$ cat src/source/soc_pkg.sv
`default_nettype none

package soc_pkg;

   // bus data and address width
   localparam int xlen = 32;

   // data RAM geometry, word index taken from addr[12:2]
   localparam int ram_words = 2048;
   localparam int ram_aw = $clog2(ram_words);

   // upper half-word of the address picks the window
   localparam logic [15:0] ram_base_hi = 16'h0000;
   // text window stays reserved, nothing behind it
   localparam logic [15:0] text_base_hi = 16'h0001;

   // machine timer registers
   localparam logic [xlen-1:0] mtime_addr = 32'h0002_0000;
   localparam logic [xlen-1:0] mtimecmp_addr = 32'h0002_0008;

   // receive holding register
   localparam logic [xlen-1:0] uart_addr = 32'h0002_1000;

   // serial bit period in clk cycles
   localparam int clks_per_bit = 16;
   localparam int rx_cnt_w = $clog2(clks_per_bit);

   // one request from the bus master
   // at most one of we and re set per cycle
   typedef struct packed {
      logic [xlen-1:0] addr;
      logic [xlen-1:0] wdata;
      logic we;
      logic re;
   } bus_req_t;

   // target of a request after decode
   typedef enum logic [2:0] {
      sel_ram,
      sel_mtime,
      sel_mtimecmp,
      sel_uart,
      sel_none
   } dev_sel_e;

   // receiver states
   typedef enum logic [1:0] {
      rx_idle,
      rx_start,
      rx_bits,
      rx_stop
   } rx_state_e;

endpackage

`default_nettype wire

$ cat src/source/soc_timer.sv
`timescale 1ns/1ps
`default_nettype none

module soc_timer (
   input wire logic clk,
   input wire logic rst_n,
   input wire soc_pkg::bus_req_t bus_req,
   input wire logic mtime_we,
   input wire logic mtimecmp_we,
   input wire logic mtime_re,
   input wire logic mtimecmp_re,
   output logic [soc_pkg::xlen-1:0] mtime_rdata,
   output logic [soc_pkg::xlen-1:0] mtimecmp_rdata,
   output logic timer_irq
);

   logic [soc_pkg::xlen-1:0] mtime_q;
   logic [soc_pkg::xlen-1:0] mtimecmp_q;

   // free-running counter, write overrides the increment
   always_ff @(posedge clk)
   begin
      if (!rst_n)
         mtime_q <= '0;
      else if (mtime_we)
         mtime_q <= bus_req.wdata;
      else
         mtime_q <= mtime_q + 1'b1;
   end

   // compare register
   // all ones keeps irq low after reset
   always_ff @(posedge clk)
   begin
      if (!rst_n)
         mtimecmp_q <= '1;
      else if (mtimecmp_we)
         mtimecmp_q <= bus_req.wdata;
   end

   // read copies take the value from before the edge
   always_ff @(posedge clk)
   begin
      if (mtime_re)
         mtime_rdata <= mtime_q;
      if (mtimecmp_re)
         mtimecmp_rdata <= mtimecmp_q;
   end

   // level interrupt from current register values
   assign timer_irq = (mtime_q >= mtimecmp_q);

endmodule

`default_nettype wire

$ cat config.mk
export PLATFORM = sky130hd
export DESIGN_NAME = soc_timer
export DESIGN_NICKNAME = d
export VERILOG_FILES = /design/src/source/soc_pkg.sv /design/src/source/soc_timer.sv
export SDC_FILE = /design/constraint.sdc
export NUM_CORES = 1
export LEC_CHECK = 0
export BUFFER_PORTS_ARGS = -buffer_cell sky130_fd_sc_hd__buf_2
export CAP_MARGIN = 20
export CORE_AREA = 2 2 78 136
export CTS_BUF_LIST = sky130_fd_sc_hd__clkbuf_16
export DETAILED_ROUTE_END_ITERATION = 12
export DIE_AREA = 0 0 80 138
export PLACE_DENSITY_LB_ADDON = 0.3
export SYNTH_ARGS = -nofsm -noshare
export SYNTH_HDL_FRONTEND = slang
export SYNTH_SLANG_ARGS = --single-unit
$ cat constraint.sdc
create_clock -name clk -period 2.8 [get_ports clk]
set_input_delay 0.28 -clock clk [delete_from_list [all_inputs] [get_ports clk]]
set_output_delay 0.28 -clock clk [all_outputs]
set_load 0.03 [all_outputs]
==> impl_metrics.toml <==
[worst_setup_path]
start_kind = "register"
critical_path_arrival_ns = 2.44
critPathLaunch = "mtimecmp_q[2]"
end_kind = "output port"
slowest_stage = "a2111oi_4"
cp-endpoint = "timer_irq"
path_max_fanout = 2
crit_chain = "inv_1, ha_1, a21o_1, a31oi_2, o21ai_2, a2111oi_4, buf_4, o21ai_1, buf_4"
reg2reg_to = "mtime_q[20]"
worstPathRequired_ns = 2.52
crit_path_frequent_cell = "buf_4"
critPathMaxStageDelay_ns = 0.38
crit_type = "register to output port"
r2r_slack_ns = 0.64
worstReg2RegStart = "mtime_q[1]"
reg2reg_depth = 7

[finish]
fill_cells = 805
num-nets-final = 706
fin_cells = 740
drive_gt1_share_pct = 26.10
antenna_cells = 0
area_growth_syn_to_layout_pct = 22.66

[timing]
whs_ns = 0.09827
fin_crit_ns = 2.719
setup_ws_ns = 0.08113
drv_slew = 0
worstMarginPinSlew_ns = 0.9745
fin_skew_ns = 0.007454
timing.fmax_mhz = 367.8
finalHoldViolations = 0
min_period_over_period_pct = 97.10
finalSetupViolations = 0
max_slew_margin_pct = 35.03

[place]
placed_cells = 709
portBuffers = 102
hpwl_um = 8691
dp_slack_ns = 0.09962
gp_congestion = 0.8420

[clock_tree]
cts_sinks = 128
ctsLongestPathBuffers = 2
root_buffer = "clkbuf_16"
numCtsBuffers = 17
insertion_delay_ns = 0.42
cts_setup_buffers = 0
cts_tree = "done"
cts_hold_buffers = 0
htreeDepth = 4
path_clk_slew_ns = 0.05

[logic_synthesis]
ys_ff_latch = 128
ys_warn_count = 0
seq_area_frac_synth_pct = 57.83
syn-cell-area_um2 = 5539
syn_nets = 595
synthTopCellsByCount = "dfxtp_1, edfxtp_1, nand2_1, inv_1, ha_1"
synth_cell_types = 39
synth_enable_flop_cells = 64
async_flop_share_pct = 0
syn_area_per_cell_um2 = 11.30
netlist_instances = 490
yosys-top-cells-area = "edfxtp_1, dfxtp_1, ha_1, o211ai_1, nand2_1"
yosysTopAreaCellShare_pct = 34.70
yosys.area.top_type = "edfxtp_1"
synthFlopType = "edfxtp_1"

[floorplanning]
io_pins = 137
core-area_um2 = 10050
die_x_um = 80
fp-row-count = 49
die-area_um2 = 11040
start_util_pct = 55.09
die_y_um = 138

[detailed_routing]
routed_wl_um = 12800
vias = 4150
first_pass_iters = 4
vias_per_cell = 5.608
ant_nets = 0
dr.first_iter.drc_count = 162
drc = 0
post_drt_wl_per_cell_um = 17.29

[power_and_ir_drop]
irDropWorstVdd_mv = 0.4869
powerDensity_nw_per_um2 = 691.6
p_leak_nw = 2.992
power_w = 0.004699

[outcome]
outcome = "complete, no violations"

[flow_run]
max_cap_viol_count = 0

[global_routing]
grt_max_degree = 56
grt_pass1_wl_um = 20570
grt.total_usage_pct = 24.45
gr-total-overflow = 0
grt_pass1_vias = 4360
antenna_found_initial = 0

[worst_hold_path]
min_path_type = "primary input to register"
==> worst min-delay path by stage <==
| stage | endpoint | depth (start not counted) | from | slack, ns |
|---|---|---|---|---|
| floorplan | mtime_rdata[0] | 0 | mtime_re | 0.39 |
| global placement | mtimecmp_rdata[8] | 0 | mtimecmp_q[8] | 0.41 |
| detailed placement | mtimecmp_rdata[27] | 0 | mtimecmp_q[27] | 0.41 |
| CTS | mtimecmp_q[23] | 3 | bus_req[25] | 0.09 |
| global route | mtimecmp_q[8] | 3 | bus_req[10] | 0.11 |
| finish | mtimecmp_q[23] | 3 | bus_req[25] | 0.1 |
==> cells in the final DEF (no fill, tap or decap), types with 3 or more instances in the layout <==
cell type / synthesis / layout
ha_1: 33 / 33
nand4_1: 13 / 13
o21ai_0: 29 / 26
nand2b_1: 6 / 6
nor2_1: 11 / 11
nor4_2: 5 / 5
nand3_1: 16 / 16
buf_4: 0 / 12
o21ai_1: 1 / 3
a21oi_1: 25 / 24
dfxtp_1: 64 / 62
a211oi_1: 3 / 3
nand2_1: 52 / 52
nor3_2: 3 / 3
xor2_1: 10 / 10
o211ai_1: 31 / 31
inv_1: 38 / 43
and3_1: 3 / 3
xnor2_1: 18 / 18
clkbuf_16: 0 / 17
buf_2: 0 / 101
edfxtp_1: 64 / 64
and4_1: 3 / 3
clkinv_2: 0 / 6
a21o_1: 5 / 5
o211a_1: 5 / 5
and2_1: 9 / 9
nor3_1: 3 / 3
==> routing by layer <==
metal	GRT usage [%]	vias up	part of all wire [%]
met4	11.86	0	2.9
met2	44.34	115	56
li1	-	1992	-
met5	0	-	0
met3	6.005	28	3.7
met1	25.38	2015	38
==> per-stage QoR <==
stage          area (um2)  utilization (%)  setup TNS (ns)
2_1_floorplan        5539                -               0
6_report             6794            67.57               0
5_1_grt              6794            67.57       -0.003920
4_1_cts              6770            67.33               0
3_3_place_gp         6205            61.71               0
3_5_place_dp         6205            61.71               0
==> state kept, by name, indices dropped and copies added, names as in the netlist <==
register / cells
mtime_q: 32
mtime_rdata: 32
mtimecmp_rdata: 32
mtimecmp_q: 32
==> worst max-delay path, delay by kind of cell, from the launching register on <==
family	cells	cell delay, ns
buf+inv	3	0.43
fa+ha+maj	1	0.31
compound gates	5	0.97
flops	1	0.34
==> kinds of logic (layout without fill, tap and decap cells) <==
logic type	Yosys count	in the layout	synth area share [%]
AND/OR/NAND/NOR	136	136	13.87
flip-flops	128	128	57.83
AO/OA/AOI/OAI	104	104	11.93
buffers and inverters	59	182	4.134
adder cells (fa/ha/maj)	33	33	7.454
XOR/XNOR	28	28	4.427
multiplexers	2	2	0.3614
==> power by group <==
group | switching (W) | internal [W] | total (W) | leakage, nW
sequential | 0.0000811 | 0.00210 | 0.00218 | 1.14
combinational | 0.000327 | 0.000169 | 0.000496 | 1.56
clock | 0.000750 | 0.00127 | 0.00202 | 0.289
total | 0.00116 | 0.00354 | 0.00470 | 2.99
==> layout make-up <==
cell class              instances  area [um2]  area share, %
flip-flops and latches        128        3206          47.18
multi-input cells             303        2153          31.69
repair buffers                113       595.6          8.766
clock buffers                  17       425.4          6.262
well taps                     127       158.9          2.339
inverters                      38       142.6          2.099
clock inverters                14       112.6          1.657
==> timing repair <==
item                       in CTS  in global routing
setup endpoints to repair       1                  1
resized for setup               9                  6
pin swaps                       1                  1
(Power assumes the default switching activity.)
