**config.mk**
```make
export PLATFORM = sky130hd
export DESIGN_NAME = soc_uart_rx
export DESIGN_NICKNAME = d
export VERILOG_FILES = /design/src/source/soc_pkg.sv /design/src/source/soc_uart_rx.sv
export SDC_FILE = /design/constraint.sdc
export NUM_CORES = 1
export LEC_CHECK = 0
export BUFFER_PORTS_ARGS = -buffer_cell sky130_fd_sc_hd__buf_4
export CAP_MARGIN = 20
export CORE_MARGIN = 4
export CORE_UTILIZATION = 35
export CTS_CLUSTER_SIZE = 10
export DETAILED_ROUTE_END_ITERATION = 12
export HOLD_SLACK_MARGIN = 0.06
export PLACE_DENSITY_LB_ADDON = 0.05
export SLEW_MARGIN = 15
export SYNTH_ARGS = -nofsm -noshare
export SYNTH_HDL_FRONTEND = slang
export SYNTH_SLANG_ARGS = --single-unit
export TNS_END_PERCENT = 5
```
**constraint.sdc**
```tcl
create_clock -name clk -period 3.8 [get_ports clk]
set_clock_uncertainty 0.15 [all_clocks]
set_input_delay 0.76 -clock clk [delete_from_list [all_inputs] [get_ports clk]]
set_output_delay 0.76 -clock clk [all_outputs]
set_load 0.02 [all_outputs]
```
**src/source/soc_pkg.sv**
```systemverilog
`default_nettype none

package soc_pkg;

   // bus data and address width
   localparam int xlen = 32;

   // data RAM geometry, word index taken from addr[12:2]
   localparam int ram_words = 2048;
   localparam int ram_aw = $clog2(ram_words);

   // upper half-word of the address picks the window
   localparam logic [15:0] ram_base_hi = 16'h0000;
   // text window stays reserved, nothing behind it
   localparam logic [15:0] text_base_hi = 16'h0001;

   // machine timer registers
   localparam logic [xlen-1:0] mtime_addr = 32'h0002_0000;
   localparam logic [xlen-1:0] mtimecmp_addr = 32'h0002_0008;

   // receive holding register
   localparam logic [xlen-1:0] uart_addr = 32'h0002_1000;

   // serial bit period in clk cycles
   localparam int clks_per_bit = 16;
   localparam int rx_cnt_w = $clog2(clks_per_bit);

   // one request from the bus master
   // at most one of we and re set per cycle
   typedef struct packed {
      logic [xlen-1:0] addr;
      logic [xlen-1:0] wdata;
      logic we;
      logic re;
   } bus_req_t;

   // target of a request after decode
   typedef enum logic [2:0] {
      sel_ram,
      sel_mtime,
      sel_mtimecmp,
      sel_uart,
      sel_none
   } dev_sel_e;

   // receiver states
   typedef enum logic [1:0] {
      rx_idle,
      rx_start,
      rx_bits,
      rx_stop
   } rx_state_e;

endpackage

`default_nettype wire

```
**src/source/soc_uart_rx.sv**
```systemverilog
`timescale 1ns/1ps
`default_nettype none

module soc_uart_rx (
   input wire logic clk,
   input wire logic rst_n,
   input wire logic rxd,
   output logic [7:0] rx_byte
);

   logic rxd_m;
   logic rxd_s;
   soc_pkg::rx_state_e state_q;
   logic [soc_pkg::rx_cnt_w-1:0] cnt_q;
   logic [2:0] bit_idx_q;
   logic [7:0] shift_q;
   logic half_tick;
   logic full_tick;

   // two-flop synchronizer, idles high like the line
   always_ff @(posedge clk)
   begin
      if (!rst_n)
      begin
         rxd_m <= 1'b1;
         rxd_s <= 1'b1;
      end
      else
      begin
         rxd_m <= rxd;
         rxd_s <= rxd_m;
      end
   end

   // middle of start bit, then one full period per bit
   assign half_tick = (cnt_q == soc_pkg::rx_cnt_w'(soc_pkg::clks_per_bit / 2 - 1));
   assign full_tick = (cnt_q == soc_pkg::rx_cnt_w'(soc_pkg::clks_per_bit - 1));

   always_ff @(posedge clk)
   begin
      if (!rst_n)
      begin
         state_q <= soc_pkg::rx_idle;
         cnt_q <= '0;
         bit_idx_q <= '0;
         rx_byte <= '0;
      end
      else
      begin
         case (state_q)
            soc_pkg::rx_idle:
            begin
               cnt_q <= '0;
               // falling edge starts a frame
               if (!rxd_s)
                  state_q <= soc_pkg::rx_start;
            end
            soc_pkg::rx_start:
            begin
               if (half_tick)
               begin
                  cnt_q <= '0;
                  bit_idx_q <= '0;
                  // glitch shorter than half a bit goes back to idle
                  state_q <= rxd_s ? soc_pkg::rx_idle : soc_pkg::rx_bits;
               end
               else
                  cnt_q <= cnt_q + 1'b1;
            end
            soc_pkg::rx_bits:
            begin
               if (full_tick)
               begin
                  cnt_q <= '0;
                  bit_idx_q <= bit_idx_q + 1'b1;
                  if (bit_idx_q == 3'd7)
                     state_q <= soc_pkg::rx_stop;
               end
               else
                  cnt_q <= cnt_q + 1'b1;
            end
            default:
            begin
               // stop bit, low means framing error and the byte is dropped
               if (full_tick)
               begin
                  cnt_q <= '0;
                  if (rxd_s)
                     rx_byte <= shift_q;
                  state_q <= soc_pkg::rx_idle;
               end
               else
                  cnt_q <= cnt_q + 1'b1;
            end
         endcase
      end
   end

   // data bits arrive lsb first, shift in from the top
   always_ff @(posedge clk)
   begin
      if ((state_q == soc_pkg::rx_bits) && full_tick)
         shift_q <= {rxd_s, shift_q[7:1]};
   end

endmodule

`default_nettype wire

```
==> results.json <==
{
  "clkSinkCount": 27,
  "stdcell_area_um2": 1230,
  "io_buffers": 10,
  "vdd_ir_drop_max_mv": 0.253,
  "synth_area_um2": 1120,
  "overflow": 0,
  "antenna_cells": 0,
  "placeableCoreArea_um2": 3050,
  "clk_pin_slew_ps": 150,
  "synth_edf_count": 8,
  "cts-resized-gates": 0,
  "insertion_delay_ps": 320,
  "fp-row-count": 20,
  "ant_nets": 0,
  "viasPerCell": 4.84,
  "synthToLayoutAreaGrowth_pct": 10.4,
  "vias": 775,
  "place_congestion": 0.729,
  "die_w_um": 64.5,
  "drv_slew": 0,
  "tightestPinTransition_ps": 642,
  "place_area_um2": 1200,
  "ys_warn_count": 0,
  "place_hpwl_um": 1450,
  "cts_hold_buf": 0,
  "start_util_pct": 36.6,
  "drt-initial-drc-count": 28,
  "holdCritPathClass": "reg2reg",
  "cts_tree": "built",
  "yosysSeqAreaShare_pct": 55.6,
  "worstSetupEndpointType": "flop",
  "ios": 11,
  "wirelength_um": 2060,
  "htreeDepth": 1,
  "synthFlopType": "dfxtp_1",
  "slew_headroom_pct": 57.1,
  "cp.arrival_ps": 1810,
  "status": "finished clean",
  "num-nets-final": 123,
  "fmax_mhz": 508,
  "rsz0062_at_grt": "no",
  "timing.final.crit_period_ps": 1970,
  "finalSetupViolCount": 0,
  "p_leak_nw": 0.429,
  "grt_usage_pct": 10.6,
  "grt_pass1_wl_um": 3340,
  "start_kind": "flop",
  "crit_fanout": 10,
  "worst-setup-path-type": "reg2reg",
  "antenna_found_initial": 0,
  "post_drt_wl_per_cell_um": 12.8,
  "dieHeight_um": 64.5,
  "drive_gt1_share_pct": 12.1,
  "ys_types": 29,
  "required_ps": 3640,
  "powerDensity_nw_per_um2": 355,
  "syn-num-nets": 115,
  "postSynthCellCount": 109,
  "cts_made_buffers": 3,
  "max-clock-path-buffers": 2,
  "async_flop_share_pct": 0,
  "drc": 0,
  "finalSetupTns_ps": 0,
  "die_area_um2": 4160,
  "syn_area_per_cell_um2": 10.2,
  "drtPass1Iterations": 2,
  "grt_max_degree": 18,
  "cap_viol_max_count": 0,
  "hold_viol_final": 0,
  "clock-root-buffer": "clkbuf_4",
  "grt_pass1_vias": 719,
  "period_share_pct": 51.8,
  "cts_setup_buffers": 0,
  "ys_ff_latch": 27
}
## where the power goes
group / total [mW] / switching, mW / internal [mW]
Sequential: 0.299 / 0.00226 / 0.297
Combinational: 0.0103 / 0.00479 / 0.00551
Clock: 0.128 / 0.0875 / 0.0403
Total: 0.437 / 0.0946 / 0.343
## per-layer routing
layer / share of wire (%) / vias up / GRT usage (%) / wire (µm)
met4: 1.0 / 0 / 3.17 / 21
met3: 4.4 / 2 / 4.33 / 91
met1: 47 / 357 / 12.8 / 975
met5: 0 / - / 0 / 0
li1: - / 405 / - / -
met2: 47 / 11 / 17.3 / 967
## layout make-up
class / count / area, µm²
sequential: 27 / 621
fill: 338 / 1820
inverter: 4 / 15.0
clock inverter: 1 / 7.51
multi-input combinational: 71 / 437
timing repair buffer: 10 / 75.1
clock buffer: 3 / 22.5
tap: 44 / 55.1
## final timing paths
check,startpoint,endpoint,slack [ps],cells after the start
max,cnt_q[0],shift_q[3],1830,3
min,rxd_m,rxd_s,270,1
max reg2reg,cnt_q[0],shift_q[3],1830,3
min reg2reg,rxd_m,rxd_s,270,1
## worst max-delay path, cell delays in order, from the launching register on
cell	delay (ps)
dfxtp_1	380
ha_1	370
nand4b_1	200
nor2_1	540
## placed cells by master, fill, tap and decap left out
master      instances
nor3_1              1
edfxtp_1            8
a21oi_1             4
a31oi_1             1
and2b_1             1
clkbuf_4            3
nor2_1              4
nand4b_1            2
nor2b_1             1
inv_1               4
nand3b_1            1
o31ai_1             1
nor3b_1             2
nand4_1             2
ha_1                3
a21o_1              1
and2_1              1
and4_1              1
nand2_1             5
nand2b_1            2
and4b_1             1
buf_4              10
o21ai_0            14
nand3_1            12
clkinvlp_4          1
a21boi_1            8
a22oi_1             1
dfxtp_1            19
xnor2_1             2
## flip-flops by register name, indices dropped and copies added, names as in the netlist
| register | cells |
|---|---|
| rx_byte | 8 |
| shift_q | 8 |
| cnt_q | 4 |
| bit_idx_q | 3 |
| state_q | 2 |
| rxd_m | 1 |
| rxd_s | 1 |
## per-stage QoR
stage          power [mW]  worst slack, ps  util, %  std cells  hold slack [ps]
3_5_place_dp        0.316             1840     39.4        156              246
6_report            0.437             1830     40.4        160              275
2_1_floorplan       0.312             2130        -        109              236
5_1_grt             0.460             1670     40.4        160              319
3_3_place_gp        0.316             1910     39.4        156              250
4_1_cts             0.445             1820     40.4        160              280
## cells by family after synthesis
family          synth area share (%)
flops                           55.6
fa+ha+maj                       3.36
compound gates                  16.0
buf+inv                         5.27
simple gates                    18.2
xor+xnor                        1.57
## synthesized netlist by cell type, types with 3 or more instances
| cell | count | area [µm²] |
|---|---|---|
| nor2_1 | 4 | 15.0 |
| edfxtp_1 | 8 | 240 |
| nand3_1 | 12 | 60.1 |
| buf_4 | 4 | 30.0 |
| o21ai_0 | 14 | 70.1 |
| ha_1 | 3 | 37.5 |
| a21boi_1 | 8 | 60.1 |
| dfxtp_1 | 19 | 380 |
| a21oi_1 | 4 | 20.0 |
| nand2_1 | 5 | 18.8 |
| inv_1 | 4 | 15.0 |
(Power assumes the default switching activity.)
