==> src/source/soc_pkg.sv <==
`default_nettype none

package soc_pkg;

   // bus data and address width
   localparam int xlen = 32;

   // data RAM geometry, word index taken from addr[12:2]
   localparam int ram_words = 2048;
   localparam int ram_aw = $clog2(ram_words);

   // upper half-word of the address picks the window
   localparam logic [15:0] ram_base_hi = 16'h0000;
   // text window stays reserved, nothing behind it
   localparam logic [15:0] text_base_hi = 16'h0001;

   // machine timer registers
   localparam logic [xlen-1:0] mtime_addr = 32'h0002_0000;
   localparam logic [xlen-1:0] mtimecmp_addr = 32'h0002_0008;

   // receive holding register
   localparam logic [xlen-1:0] uart_addr = 32'h0002_1000;

   // serial bit period in clk cycles
   localparam int clks_per_bit = 16;
   localparam int rx_cnt_w = $clog2(clks_per_bit);

   // one request from the bus master
   // at most one of we and re set per cycle
   typedef struct packed {
      logic [xlen-1:0] addr;
      logic [xlen-1:0] wdata;
      logic we;
      logic re;
   } bus_req_t;

   // target of a request after decode
   typedef enum logic [2:0] {
      sel_ram,
      sel_mtime,
      sel_mtimecmp,
      sel_uart,
      sel_none
   } dev_sel_e;

   // receiver states
   typedef enum logic [1:0] {
      rx_idle,
      rx_start,
      rx_bits,
      rx_stop
   } rx_state_e;

endpackage

`default_nettype wire

==> src/source/soc_bus_decode.sv <==
`timescale 1ns/1ps
`default_nettype none

module soc_bus_decode (
   input wire logic clk,
   input wire logic rst_n,
   input wire soc_pkg::bus_req_t bus_req,
   output logic ram_we,
   output logic ram_re,
   output logic mtime_we,
   output logic mtimecmp_we,
   output logic mtime_re,
   output logic mtimecmp_re,
   input wire logic [soc_pkg::xlen-1:0] ram_rdata,
   input wire logic [soc_pkg::xlen-1:0] mtime_rdata,
   input wire logic [soc_pkg::xlen-1:0] mtimecmp_rdata,
   input wire logic [7:0] rx_byte,
   output logic [soc_pkg::xlen-1:0] rdata
);

   soc_pkg::dev_sel_e sel;
   soc_pkg::dev_sel_e rd_sel_q;
   logic [7:0] uart_q;

   // address map lookup, exact matches for device registers
   always_comb
   begin
      if (bus_req.addr[31:16] == soc_pkg::ram_base_hi)
         sel = soc_pkg::sel_ram;
      else if (bus_req.addr == soc_pkg::mtime_addr)
         sel = soc_pkg::sel_mtime;
      else if (bus_req.addr == soc_pkg::mtimecmp_addr)
         sel = soc_pkg::sel_mtimecmp;
      else if (bus_req.addr == soc_pkg::uart_addr)
         sel = soc_pkg::sel_uart;
      else
         // text window and unmapped space fall here
         sel = soc_pkg::sel_none;
   end

   // per-device strobes
   assign ram_we = bus_req.we && (sel == soc_pkg::sel_ram);
   assign ram_re = bus_req.re && (sel == soc_pkg::sel_ram);
   assign mtime_we = bus_req.we && (sel == soc_pkg::sel_mtime);
   assign mtime_re = bus_req.re && (sel == soc_pkg::sel_mtime);
   assign mtimecmp_we = bus_req.we && (sel == soc_pkg::sel_mtimecmp);
   assign mtimecmp_re = bus_req.re && (sel == soc_pkg::sel_mtimecmp);

   // remember where the read in flight goes
   always_ff @(posedge clk)
   begin
      if (!rst_n)
         rd_sel_q <= soc_pkg::sel_none;
      else if (bus_req.re)
         rd_sel_q <= sel;
   end

   // snapshot of the holding register so rdata holds until next read
   always_ff @(posedge clk)
   begin
      if (bus_req.re && (sel == soc_pkg::sel_uart))
         uart_q <= rx_byte;
   end

   // result mux, sources already registered on the request edge
   always_comb
   begin
      case (rd_sel_q)
         soc_pkg::sel_ram:      rdata = ram_rdata;
         soc_pkg::sel_mtime:    rdata = mtime_rdata;
         soc_pkg::sel_mtimecmp: rdata = mtimecmp_rdata;
         soc_pkg::sel_uart:     rdata = {{(soc_pkg::xlen-8){1'b0}}, uart_q};
         default:               rdata = '0;
      endcase
   end

endmodule

`default_nettype wire

==> config.mk <==
export PLATFORM = sky130hd
export DESIGN_NAME = soc_bus_decode
export DESIGN_NICKNAME = d
export VERILOG_FILES = /design/src/source/soc_pkg.sv /design/src/source/soc_bus_decode.sv
export SDC_FILE = /design/constraint.sdc
export NUM_CORES = 1
export LEC_CHECK = 0
export BUFFER_PORTS_ARGS = -buffer_cell sky130_fd_sc_hd__buf_4
export CAP_MARGIN = 20
export CORE_AREA = 2 2 82 84
export CTS_CLUSTER_SIZE = 8
export DETAILED_ROUTE_END_ITERATION = 6
export DIE_AREA = 0 0 84 86
export GPL_ROUTABILITY_DRIVEN = 0
export MAX_ROUTING_LAYER = met4
export PLACE_DENSITY = 0.72
export SYNTH_ARGS = -nofsm -noshare
export SYNTH_HDL_FRONTEND = slang
export SYNTH_SLANG_ARGS = --single-unit
==> constraint.sdc <==
create_clock -name clk -period 1.7 [get_ports clk]
set_input_delay 0.34 -clock clk [delete_from_list [all_inputs] [get_ports clk]]
set_output_delay 0.34 -clock clk [all_outputs]
set_load 0.05 [all_outputs]
==> impl_metrics.yaml, run 1 <==
synthesis:
  postSynthAreaPerCell_um2: 8.10
  yosys.area.top_type: "sky130_fd_sc_hd__mux2i_1"
  synth_top_area_frac: 0.173
  post_synth_edffs: 8
  synth-async-reset-ratio: 0
  yosys_warnings: 0
  synth_sequential_area_ratio: 0.217
  synth_cell_type_count: 28
  mappedNetlistNets: 343
  synth_cells: 171
  synthesis.area_um2: 1390
  top_cells_by_area_synth: "sky130_fd_sc_hd__mux2i_1 17%, sky130_fd_sc_hd__edfxtp_1 17%, sky130_fd_sc_hd__nor2_1 14%, sky130_fd_sc_hd__mux4_2 13%, sky130_fd_sc_hd__a21oi_1 8.7%"
  ys_seq_elements: 11
  synthMostInstantiatedCell: "sky130_fd_sc_hd__nor2_1"
  synthTopCellsByCount: "53 x sky130_fd_sc_hd__nor2_1, 24 x sky130_fd_sc_hd__a21oi_1, 24 x sky130_fd_sc_hd__mux2i_1, 9 x sky130_fd_sc_hd__buf_2, 9 x sky130_fd_sc_hd__nor2b_1"
  postSynth.topFlopCell: "sky130_fd_sc_hd__edfxtp_1"
drt:
  route.detailed.drc: 0
  route.detailed.wl_per_inst_um: 15.8
  ant_nets: 0
  detail_route.wirelength_um: 7080
  drt-pass1-iter-count: 4
  dr.first_iter.drc_count: 41
  route.vias.total: 2149
  vias_per_cell: 4.81
global_route:
  gr-total-overflow: 0
  antenna_found_initial: 0
  grt_start_max_net_pins: 20
  grt_pass1_vias: 2293
  grtUsageTotal: 0.196
  grt_first_pass_wirelength_um: 11200
sta:
  timing.final.crit_share: 1.16
  report.final.hold_viol_count: 0
  grt_setup_unrepaired: "true"
  slew_headroom: 0.821
  setup_violations: 38
  max_freq_ghz: 0.509
  tightest_slew_ps: 261
  final_period_minus_worst_setup_slack_ps: 1970
  timing.final.ws_setup_ps: -266
  timing_max_transition_violations_final: 0
  finalClockSkew_ps: 0
power_and_ir_drop:
  power_per_cell_area_nw_per_um2: 241
  max_rail_drop_vdd_uv: 460
  leakagePower_nw: 1.68
placed_design:
  placed_cells_incl_taps: 426
  io_buffers: 177
  standard_cell_area_after_detailed_placement_um2: 3220
  detailedPlacementHpwl_um: 5120
min_path:
  min_delay_path_class: "in -> reg"
  min_from: "rx_byte[6]"
layout:
  drive_above_1_share: 0.811
  layout.core_utilization: 0.635
  fillCellCount: 498
  layout-area-overhead-vs-synth_pct: 188
  stdcell_count: 447
  fin_nets: 543
  antenna_cells_inserted: 0
  design_area_um2: 3980
setup_path:
  critPathRequiredTime_ps: 1360
  arrival_time_worst_endpoint_ps: 1630
  r2r_setup_slack_ps: 430
  worst_setup_path_start_kind: "primary input"
  critical_path.endpoint_type: "output pin"
  critPathMaxFanout: 6
  critical_path.startpoint: "bus_req[56]"
  critical_path_class: "in -> out"
  crit-reg2reg-launch: "rd_sel_q[0]$_SDFFE_PN0P_"
die:
  placeableCoreArea_um2: 6280
  dieArea_um2: 7220
  initial_core_util: 0.221
  rows: 29
  floorplan.die.width_um: 84
  floorplan.io_pins: 210
  die_span_in_y_um: 86
clock_tree:
  total_number_of_clock_tree_sinks: 11
  worstSkewPairLatency_ps: 230
  number_of_h_tree_branching_levels: 1
  cts_buffers: 3
  clock_tree_from_tritoncts: "yes"
  clock_tree.root_cell: "sky130_fd_sc_hd__clkbuf_8"
  cts.clk_slew.worst_paths_ps: 50
  clock_tree.buffer_depth: 2
run_status:
  status: "finished with violations"
  violated_checks: "setup timing"
job:
  max_cap_viol_count: 0
==> cell usage in the layout (no fill, tap or decap), drive strengths merged, types with 2 or more instances in the layout <==
| cell | netlist | final |
|---|---|---|
| buf | 10 | 209 |
| nor2 | 53 | 53 |
| mux2i | 24 | 24 |
| a21oi | 24 | 24 |
| nor2b | 9 | 9 |
| mux4 | 8 | 8 |
| edfxtp | 8 | 8 |
| nor4 | 6 | 6 |
| clkbuf | 4 | 4 |
| nand2 | 3 | 3 |
| nor3 | 3 | 3 |
| dfxtp | 3 | 3 |
| nand3 | 2 | 2 |
| and4b | 2 | 2 |
| and3 | 2 | 2 |
==> layout make-up <==
class                           instances  area (um^2)  share of cell area
Timing Repair Buffer                  209         1980               0.497
Tap cell                               77         96.3              0.0242
Inverter                                1         3.75            0.000942
Sequential cell                        11          309              0.0776
Multi-Input combinational cell        145         1550               0.389
Clock buffer                            4         45.0              0.0113
==> worst max-delay path: stages <==
cell and delay (ps):
sky130_fd_sc_hd__buf_6 90, sky130_fd_sc_hd__nor4_4 320, sky130_fd_sc_hd__nand4_4 140, sky130_fd_sc_hd__nor3_4 300, sky130_fd_sc_hd__and4b_4 280, sky130_fd_sc_hd__buf_8 140
==> report_power, final <==
part	internal (mW)	switching, mW
clock	0.164	0.0889
combinational	0.277	0.144
sequential	0.285	0.000000367
total	0.726	0.233
==> cells by family after synthesis <==
kind of cell    Yosys count  share of synthesized area
compound gates           28                      0.109
xor+xnor                  1                    0.00632
buf+inv                  15                     0.0515
flops                    11                      0.217
mux                      32                      0.304
simple gates             84                      0.313
==> layer usage <==
metal	up-vias	global-route usage	routed length, um	share of wire
met3	4	0.0269	436	0.062
met2	101	0.399	4190	0.59
met4	0	0.0381	29	0.0041
met5	-	-	0	0
met1	1022	0.198	2420	0.34
li1	1022	-	-	-
==> stage by stage <==
stage	power (mW)	hold WS, ps	setup TNS, ps	setup WS [ps]
2_1_floorplan	0.386	439	-379	-171
3_3_place_gp	0.653	518	-2670	-280
3_5_place_dp	0.664	519	-2700	-273
4_1_cts	0.945	275	-6310	-260
5_1_grt	1.01	270	-9040	-326
6_report	0.959	279	-6600	-266
==> flip-flops by register name, indices dropped and copies added, names as in the netlist <==
name and flops:
uart_q 8, rd_sel_q 3
==> timing repair <==
action | in CTS | in global routing
endpoints found under the setup margin | 38 | 46
pin swaps | 7 | 21
resized for setup | 91 | 33
hold buffers | 0 | 0
buffers inserted | 4 | 13
cloned | 5 | 0
==> worst paths after layout <==
kind                                    to  cells after the start
setup / recovery               mtimecmp_we                      6
setup reg to reg  rd_sel_q[0]$_SDFFE_PN0P_                      5
hold / removal         uart_q[6]$_DFFE_PP_                      1
hold reg to reg   rd_sel_q[2]$_SDFFE_PN1P_                      3
(Power assumes the default switching activity.)
==> run 2: changes to the inputs <==
BUFFER_PORTS_ARGS = -buffer_cell sky130_fd_sc_hd__buf_2   (was -buffer_cell sky130_fd_sc_hd__buf_4)
PLACE_DENSITY = unset   (was 0.72)
PLACE_DENSITY_LB_ADDON = 0.05   (was unset)
SLEW_MARGIN = 10   (was unset)
==> run 2 against run 1 <==
  * Worst setup slack better by 94 ps
  * Wire length decreased by 13%
  * Critical path depth shrank 2
  * The flow still finishes with violations (setup timing)
  * Clock power decreased by 2%
  * Cell count is 3.1% lower
  * Sequential power barely moved
  * Die area unchanged
==> impl_metrics.yaml, run 2 (synthesized netlist as in run 1, its figures left out) <==
run_status:
  status: "finished with violations"
  violated_checks: "setup timing"
layout:
  mostFrequentLayoutCell: "sky130_fd_sc_hd__buf_2"
  drive_above_1_share: 0.803
  layout_top_registers: "uart_q x8, rd_sel_q x3"
  area.sequential_um2: 309
  fin_nets: 529
  layout-area-overhead-vs-synth_pct: 144
  final_cell_mix: "131 x sky130_fd_sc_hd__buf_2, 41 x sky130_fd_sc_hd__buf_6, 29 x sky130_fd_sc_hd__nor2_1"
  register_bank_with_the_most_flops: "uart_q"
  max_reg_flops: 8
  multiInputGateArea_um2: 1450
  fillCellCount: 595
  antenna_cells_inserted: 0
  layout.core_utilization: 0.538
  stdcell_count: 433
clock_tree:
  number_of_h_tree_branching_levels: 1
  cts.clk_slew.worst_paths_ps: 50
  clock_tree.buffer_depth: 2
  worstSkewPairLatency_ps: 230
  cts_buffers: 3
  clock_tree_from_tritoncts: "yes"
  clock_tree.root_cell: "sky130_fd_sc_hd__clkbuf_8"
  total_number_of_clock_tree_sinks: 11
global_route:
  grtUsageTotal: 0.154
  grt_start_max_net_pins: 25
  grt_first_pass_wirelength_um: 9000
  gr-total-overflow: 0
  grt_pass1_vias: 1949
  antenna_found_initial: 0
power_and_ir_drop:
  power.sequential.fraction: 0.336
  switching_power_uw: 215
  power_per_cell_area_nw_per_um2: 251
  clock_power_share: 0.294
  leakagePower_nw: 1.44
  comb_power_share: 0.370
  max_rail_drop_vdd_uv: 250
  power_report.internal_total_uw: 632
  total_power_uw: 847
  power_switching_share: 0.254
setup_path:
  slowest_delay_ps: 510
  critical_path.startpoint: "rd_sel_q[0]$_SDFFE_PN0P_"
  arrival_time_worst_endpoint_ps: 1530
  worst_setup_path_start_kind: "flop"
  ff2ff_path_depth: 3
  crit-reg2reg-capture: "rd_sel_q[0]$_SDFFE_PN0P_"
  critPathMaxFanout: 5
  critPathRequiredTime_ps: 1360
  critical_path_class: "reg -> out"
  crit_path_top_delay_cell: "sky130_fd_sc_hd__mux4_2"
  critical_path.endpoint_type: "output pin"
  crit-reg2reg-launch: "rd_sel_q[0]$_SDFFE_PN0P_"
  cp_cell_sequence: "buf_12 > mux4_2 > nor2b_4 > buf_6"
  r2r_setup_slack_ps: 670
placed_design:
  placed_cells_incl_taps: 424
  io_buffers: 177
  detailedPlacementHpwl_um: 4600
  dpl_worst_slack_ps: -302
min_path:
  min_to: "uart_q[7]$_DFFE_PP_"
  min_delay_path_class: "in -> reg"
  min_delay_path_depth: 1
  min_from: "rx_byte[7]"
sta:
  timing_max_transition_violations_final: 0
  grt_setup_unrepaired: "true"
  final_period_minus_worst_setup_slack_ps: 1870
  report.final.hold_viol_count: 0
  timing.final.ws_setup_ps: -172
  max_freq_ghz: 0.534
  setup_violations: 38
  tightest_slew_ps: 261
  finalClockSkew_ps: 0
  timing.final.crit_share: 1.10
  fin_hold_ws_ps: 283
  slew_headroom: 0.825
job:
  max_cap_viol_count: 0
die:
  placeableCoreArea_um2: 6280
  floorplan.die.width_um: 84
  rows: 29
  initial_core_util: 0.221
  floorplan.io_pins: 210
  dieArea_um2: 7220
  die_span_in_y_um: 86
drt:
  route.detailed.drc: 0
  vias_per_cell: 4.64
  route.vias.total: 2010
  route.detailed.wl_per_inst_um: 14.2
  dr.first_iter.drc_count: 24
  detail_route.wirelength_um: 6140
  drt-pass1-iter-count: 4
  ant_nets: 0
## run 2: cell count changes in the layout (fill, tap and decap cells not counted), sizes merged
cell    delta
buf       -18
clkbuf     +3
clkinv     +1
## run 2: metrics by stage
stage          TNS (ps)  instance area (um^2)
3_5_place_dp      -3170                  2760
4_1_cts           -4470                  3170
6_report          -4460                  3380
5_1_grt           -7100                  3380
2_1_floorplan      -379                  1670
3_3_place_gp      -3280                  2760
## run 2: area by class of cell
cell class	instances	share of cell area
timing repair buffer	195	0.436
tap	77	0.0285
multi-input combinational	145	0.429
clock buffer	3	0.0122
clock inverter	1	0.00148
inverter	1	0.00111
sequential	11	0.0915
## run 2: layer usage
metal  vias up  track usage  routed length, um
li1        994            -                  -
met1       910        0.181               2470
met2       102        0.285               3210
met3         4       0.0202                415
met4         0       0.0279                 44
met5         -            -                  0
## run 2: worst max path at each step
| stage | end | slack [ps] |
|---|---|---|
| finish | rdata[6] | -170 |
| global route | mtimecmp_re | -230 |
| CTS | mtimecmp_we | -180 |
| detailed placement | mtimecmp_we | -300 |
| global placement | mtimecmp_re | -300 |
| floorplan | ram_we | -170 |
## run 2: power by group through the flow
stage                     combinational (mW)  sequential, mW  clock [mW]
after floorplan                       0.0927           0.293           0
after global placement                 0.269           0.293           0
after detailed placement               0.274           0.293           0
after CTS                              0.294           0.286       0.259
after global routing                   0.342           0.284       0.276
final                                  0.314           0.285       0.249
## run 2: worst max-delay path: cells and delay by family (launching register included)
| kind | cells | cell delay (ps) |
|---|---|---|
| mux | 1 | 510 |
| buf+inv | 2 | 270 |
| simple gates | 1 | 150 |
| flops | 1 | 370 |
## run 2: timing repair
action	CTS	global route
setup endpoints to repair	38	46
gates cloned	0	4
hold buffers	0	0
setup buffers	1	1
gates resized for setup	103	25
pin swaps	3	9
==> run 3: changes to the inputs <==
clock period = 2 ns   (was 1.7 ns; I/O delays follow)
==> run 3 against run 2 <==
  * The run still ends with setup timing left
  * Sequential share of layout area increased by 1.6 points
  * Die area stayed put
  * Highest routed layer unchanged
  * Clock-buffer cell count did not move
  * Wire length shrank 5.6%
  * Via count shrank 1.7%
  * Design area fell by 15%
  * Largest power group is now registers
  * Flip-flop and latch count stayed put
  * Sequential power shrank 15%
  * Critical path type is now in -> out
==> impl_metrics.yaml, run 3 (synthesized netlist as in run 1, its figures left out) <==
global_route:
  grt_start_max_net_pins: 25
  grtUsageTotal: 0.154
  grt_first_pass_wirelength_um: 8980
  gr-total-overflow: 0
  antenna_found_initial: 0
  grt_pass1_vias: 1960
layout:
  final_cell_mix: "150 x sky130_fd_sc_hd__buf_2, 33 x sky130_fd_sc_hd__nor2_1, 24 x sky130_fd_sc_hd__mux2i_1, 24 x sky130_fd_sc_hd__a21oi_1, 20 x sky130_fd_sc_hd__nor2_2"
  max_reg_flops: 8
  layout_top_registers: "uart_q x8, rd_sel_q x3"
  register_bank_with_the_most_flops: "uart_q"
  mostFrequentLayoutCell: "sky130_fd_sc_hd__buf_2"
  design_area_um2: 2870
  antenna_cells_inserted: 0
  layout-area-overhead-vs-synth_pct: 107
  fin_nets: 531
  drive_above_1_share: 0.701
  stdcell_count: 435
die:
  die_span_in_y_um: 86
  rows: 29
  floorplan.die.width_um: 84
  initial_core_util: 0.221
  floorplan.io_pins: 210
  placeableCoreArea_um2: 6280
  dieArea_um2: 7220
placed_design:
  dpl_worst_slack_ps: -147
  detailedPlacementHpwl_um: 4470
  io_buffers: 177
  placed_cells_incl_taps: 422
  standard_cell_area_after_detailed_placement_um2: 2510
setup_path:
  critPathMaxFanout: 5
  worst_setup_path_start_kind: "primary input"
  crit-reg2reg-capture: "rd_sel_q[0]$_SDFFE_PN0P_"
  crit-reg2reg-launch: "rd_sel_q[0]$_SDFFE_PN0P_"
  cp_cell_sequence: "buf_6 > nor4_4 > nand3_2 > nor3_4 > and4bb_2 > buf_8"
  critical_path_class: "in -> out"
  slowest_delay_ps: 300
  ff2ff_path_depth: 3
  arrival_time_worst_endpoint_ps: 1610
  crit_path_top_delay_cell: "sky130_fd_sc_hd__nor4_4"
  critical_path.endpoint_type: "output pin"
  critPathRequiredTime_ps: 1600
  r2r_setup_slack_ps: 1070
clock_tree:
  holdBufCountCts: 0
  cts_buffers: 3
  worstSkewPairLatency_ps: 230
  total_number_of_clock_tree_sinks: 11
  cts.clk_slew.worst_paths_ps: 50
  number_of_h_tree_branching_levels: 1
  clock_tree.buffer_depth: 2
  clock_tree_from_tritoncts: "yes"
  clock_tree.root_cell: "sky130_fd_sc_hd__clkbuf_8"
sta:
  timing_max_transition_violations_final: 0
  grt_setup_unrepaired: "true"
  setup_violations: 2
  timing.final.crit_share: 1.00
  report.final.hold_viol_count: 0
  max_freq_ghz: 0.498
  fin_setup_tns_ps: -9.52
  timing.final.ws_setup_ps: -8.03
  slew_headroom: 0.791
  final_period_minus_worst_setup_slack_ps: 2010
  tightest_slew_ps: 313
  finalClockSkew_ps: 0
min_path:
  min_from: "rx_byte[4]"
  min_delay_path_depth: 1
  min_delay_path_class: "in -> reg"
  min_to: "uart_q[4]$_DFFE_PP_"
drt:
  routed.top_layer: "met4"
  route.detailed.drc: 0
  route.detailed.wl_per_inst_um: 13.3
  detail_route.wirelength_um: 5790
  routed-wl-met3_um: 459
  wirelength_met1_um: 2190
  route.met2.wl_um: 3090
  drt-pass1-iter-count: 4
  dr.first_iter.drc_count: 42
  route.vias.total: 1976
  vias_per_cell: 4.54
  ant_nets: 0
run_status:
  violated_checks: "setup timing"
  status: "finished with violations"
power_and_ir_drop:
  power_per_cell_area_nw_per_um2: 237
  max_rail_drop_vdd_uv: 264
  total_power_uw: 681
  leakagePower_nw: 1.36
job:
  max_cap_viol_count: 0
==> run 3: changes by cell type in the layout (fill, tap and decap cells not counted), moves of 8 or more <==
| cell | before | now |
|---|---|---|
| sky130_fd_sc_hd__buf_2 | 131 | 150 |
| sky130_fd_sc_hd__nor2_4 | 20 | 0 |
| sky130_fd_sc_hd__nor2_2 | 4 | 20 |
| sky130_fd_sc_hd__a21oi_2 | 23 | 0 |
| sky130_fd_sc_hd__a21oi_1 | 1 | 24 |
| sky130_fd_sc_hd__buf_4 | 8 | 16 |
| sky130_fd_sc_hd__buf_6 | 41 | 17 |
==> run 3: cell type report <==
cell class	count	area [um^2]
sequential	11	309
multi-input combinational	145	1140
timing repair buffer	197	1270
inverter	1	3.75
tap	77	96.3
clock inverter	1	5.00
fill	620	3410
clock buffer	3	41.3
==> run 3: worst max path at each step <==
stage                                   from  cells past startpoint     endpoint  slack (ps)
floorplan                        bus_req[55]                      3       ram_we          -8
global placement                 bus_req[59]                      6  mtimecmp_we        -160
detailed placement               bus_req[59]                      6  mtimecmp_we        -150
CTS                 rd_sel_q[0]$_SDFFE_PN0P_                      4     rdata[5]         0.1
global route                     bus_req[59]                      6     mtime_we         -90
finish                           bus_req[39]                      6     mtime_we          -8
==> run 3: power breakdown <==
group / internal (mW) / total [mW] / leakage (nW) / switching [mW]
sequential: 0.242 / 0.242 / 0.0972 / 0.000000961
clock: 0.137 / 0.221 / 0.0255 / 0.0840
combinational: 0.138 / 0.219 / 1.24 / 0.0803
==> run 3: critical path, delay by kind of cell <==
| kind | cells | cell delay [ps] |
|---|---|---|
| buffers and inverters | 2 | 240 |
| AND/OR/NAND/NOR | 4 | 960 |
==> run 3: repair_timing <==
item,4_1_cts,5_1_grt
buffers inserted,4,2
pin swaps,2,3
hold endpoints to repair,0,0
resized for setup,19,48
gates cloned,1,2
setup endpoints to repair,37,38
==> run 3: layer usage <==
layer | vias up | global-route usage
li1 | 992 | -
met1 | 878 | 0.174
met2 | 98 | 0.284
met3 | 8 | 0.0279
met4 | 0 | 0.0308
met5 | - | -
==> run 3: metrics by stage <==
stage	hold slack [ps]	utilization
6_report	332	0.457
5_1_grt	321	0.457
4_1_cts	329	0.427
3_5_place_dp	578	0.400
3_3_place_gp	579	0.400
2_1_floorplan	499	-
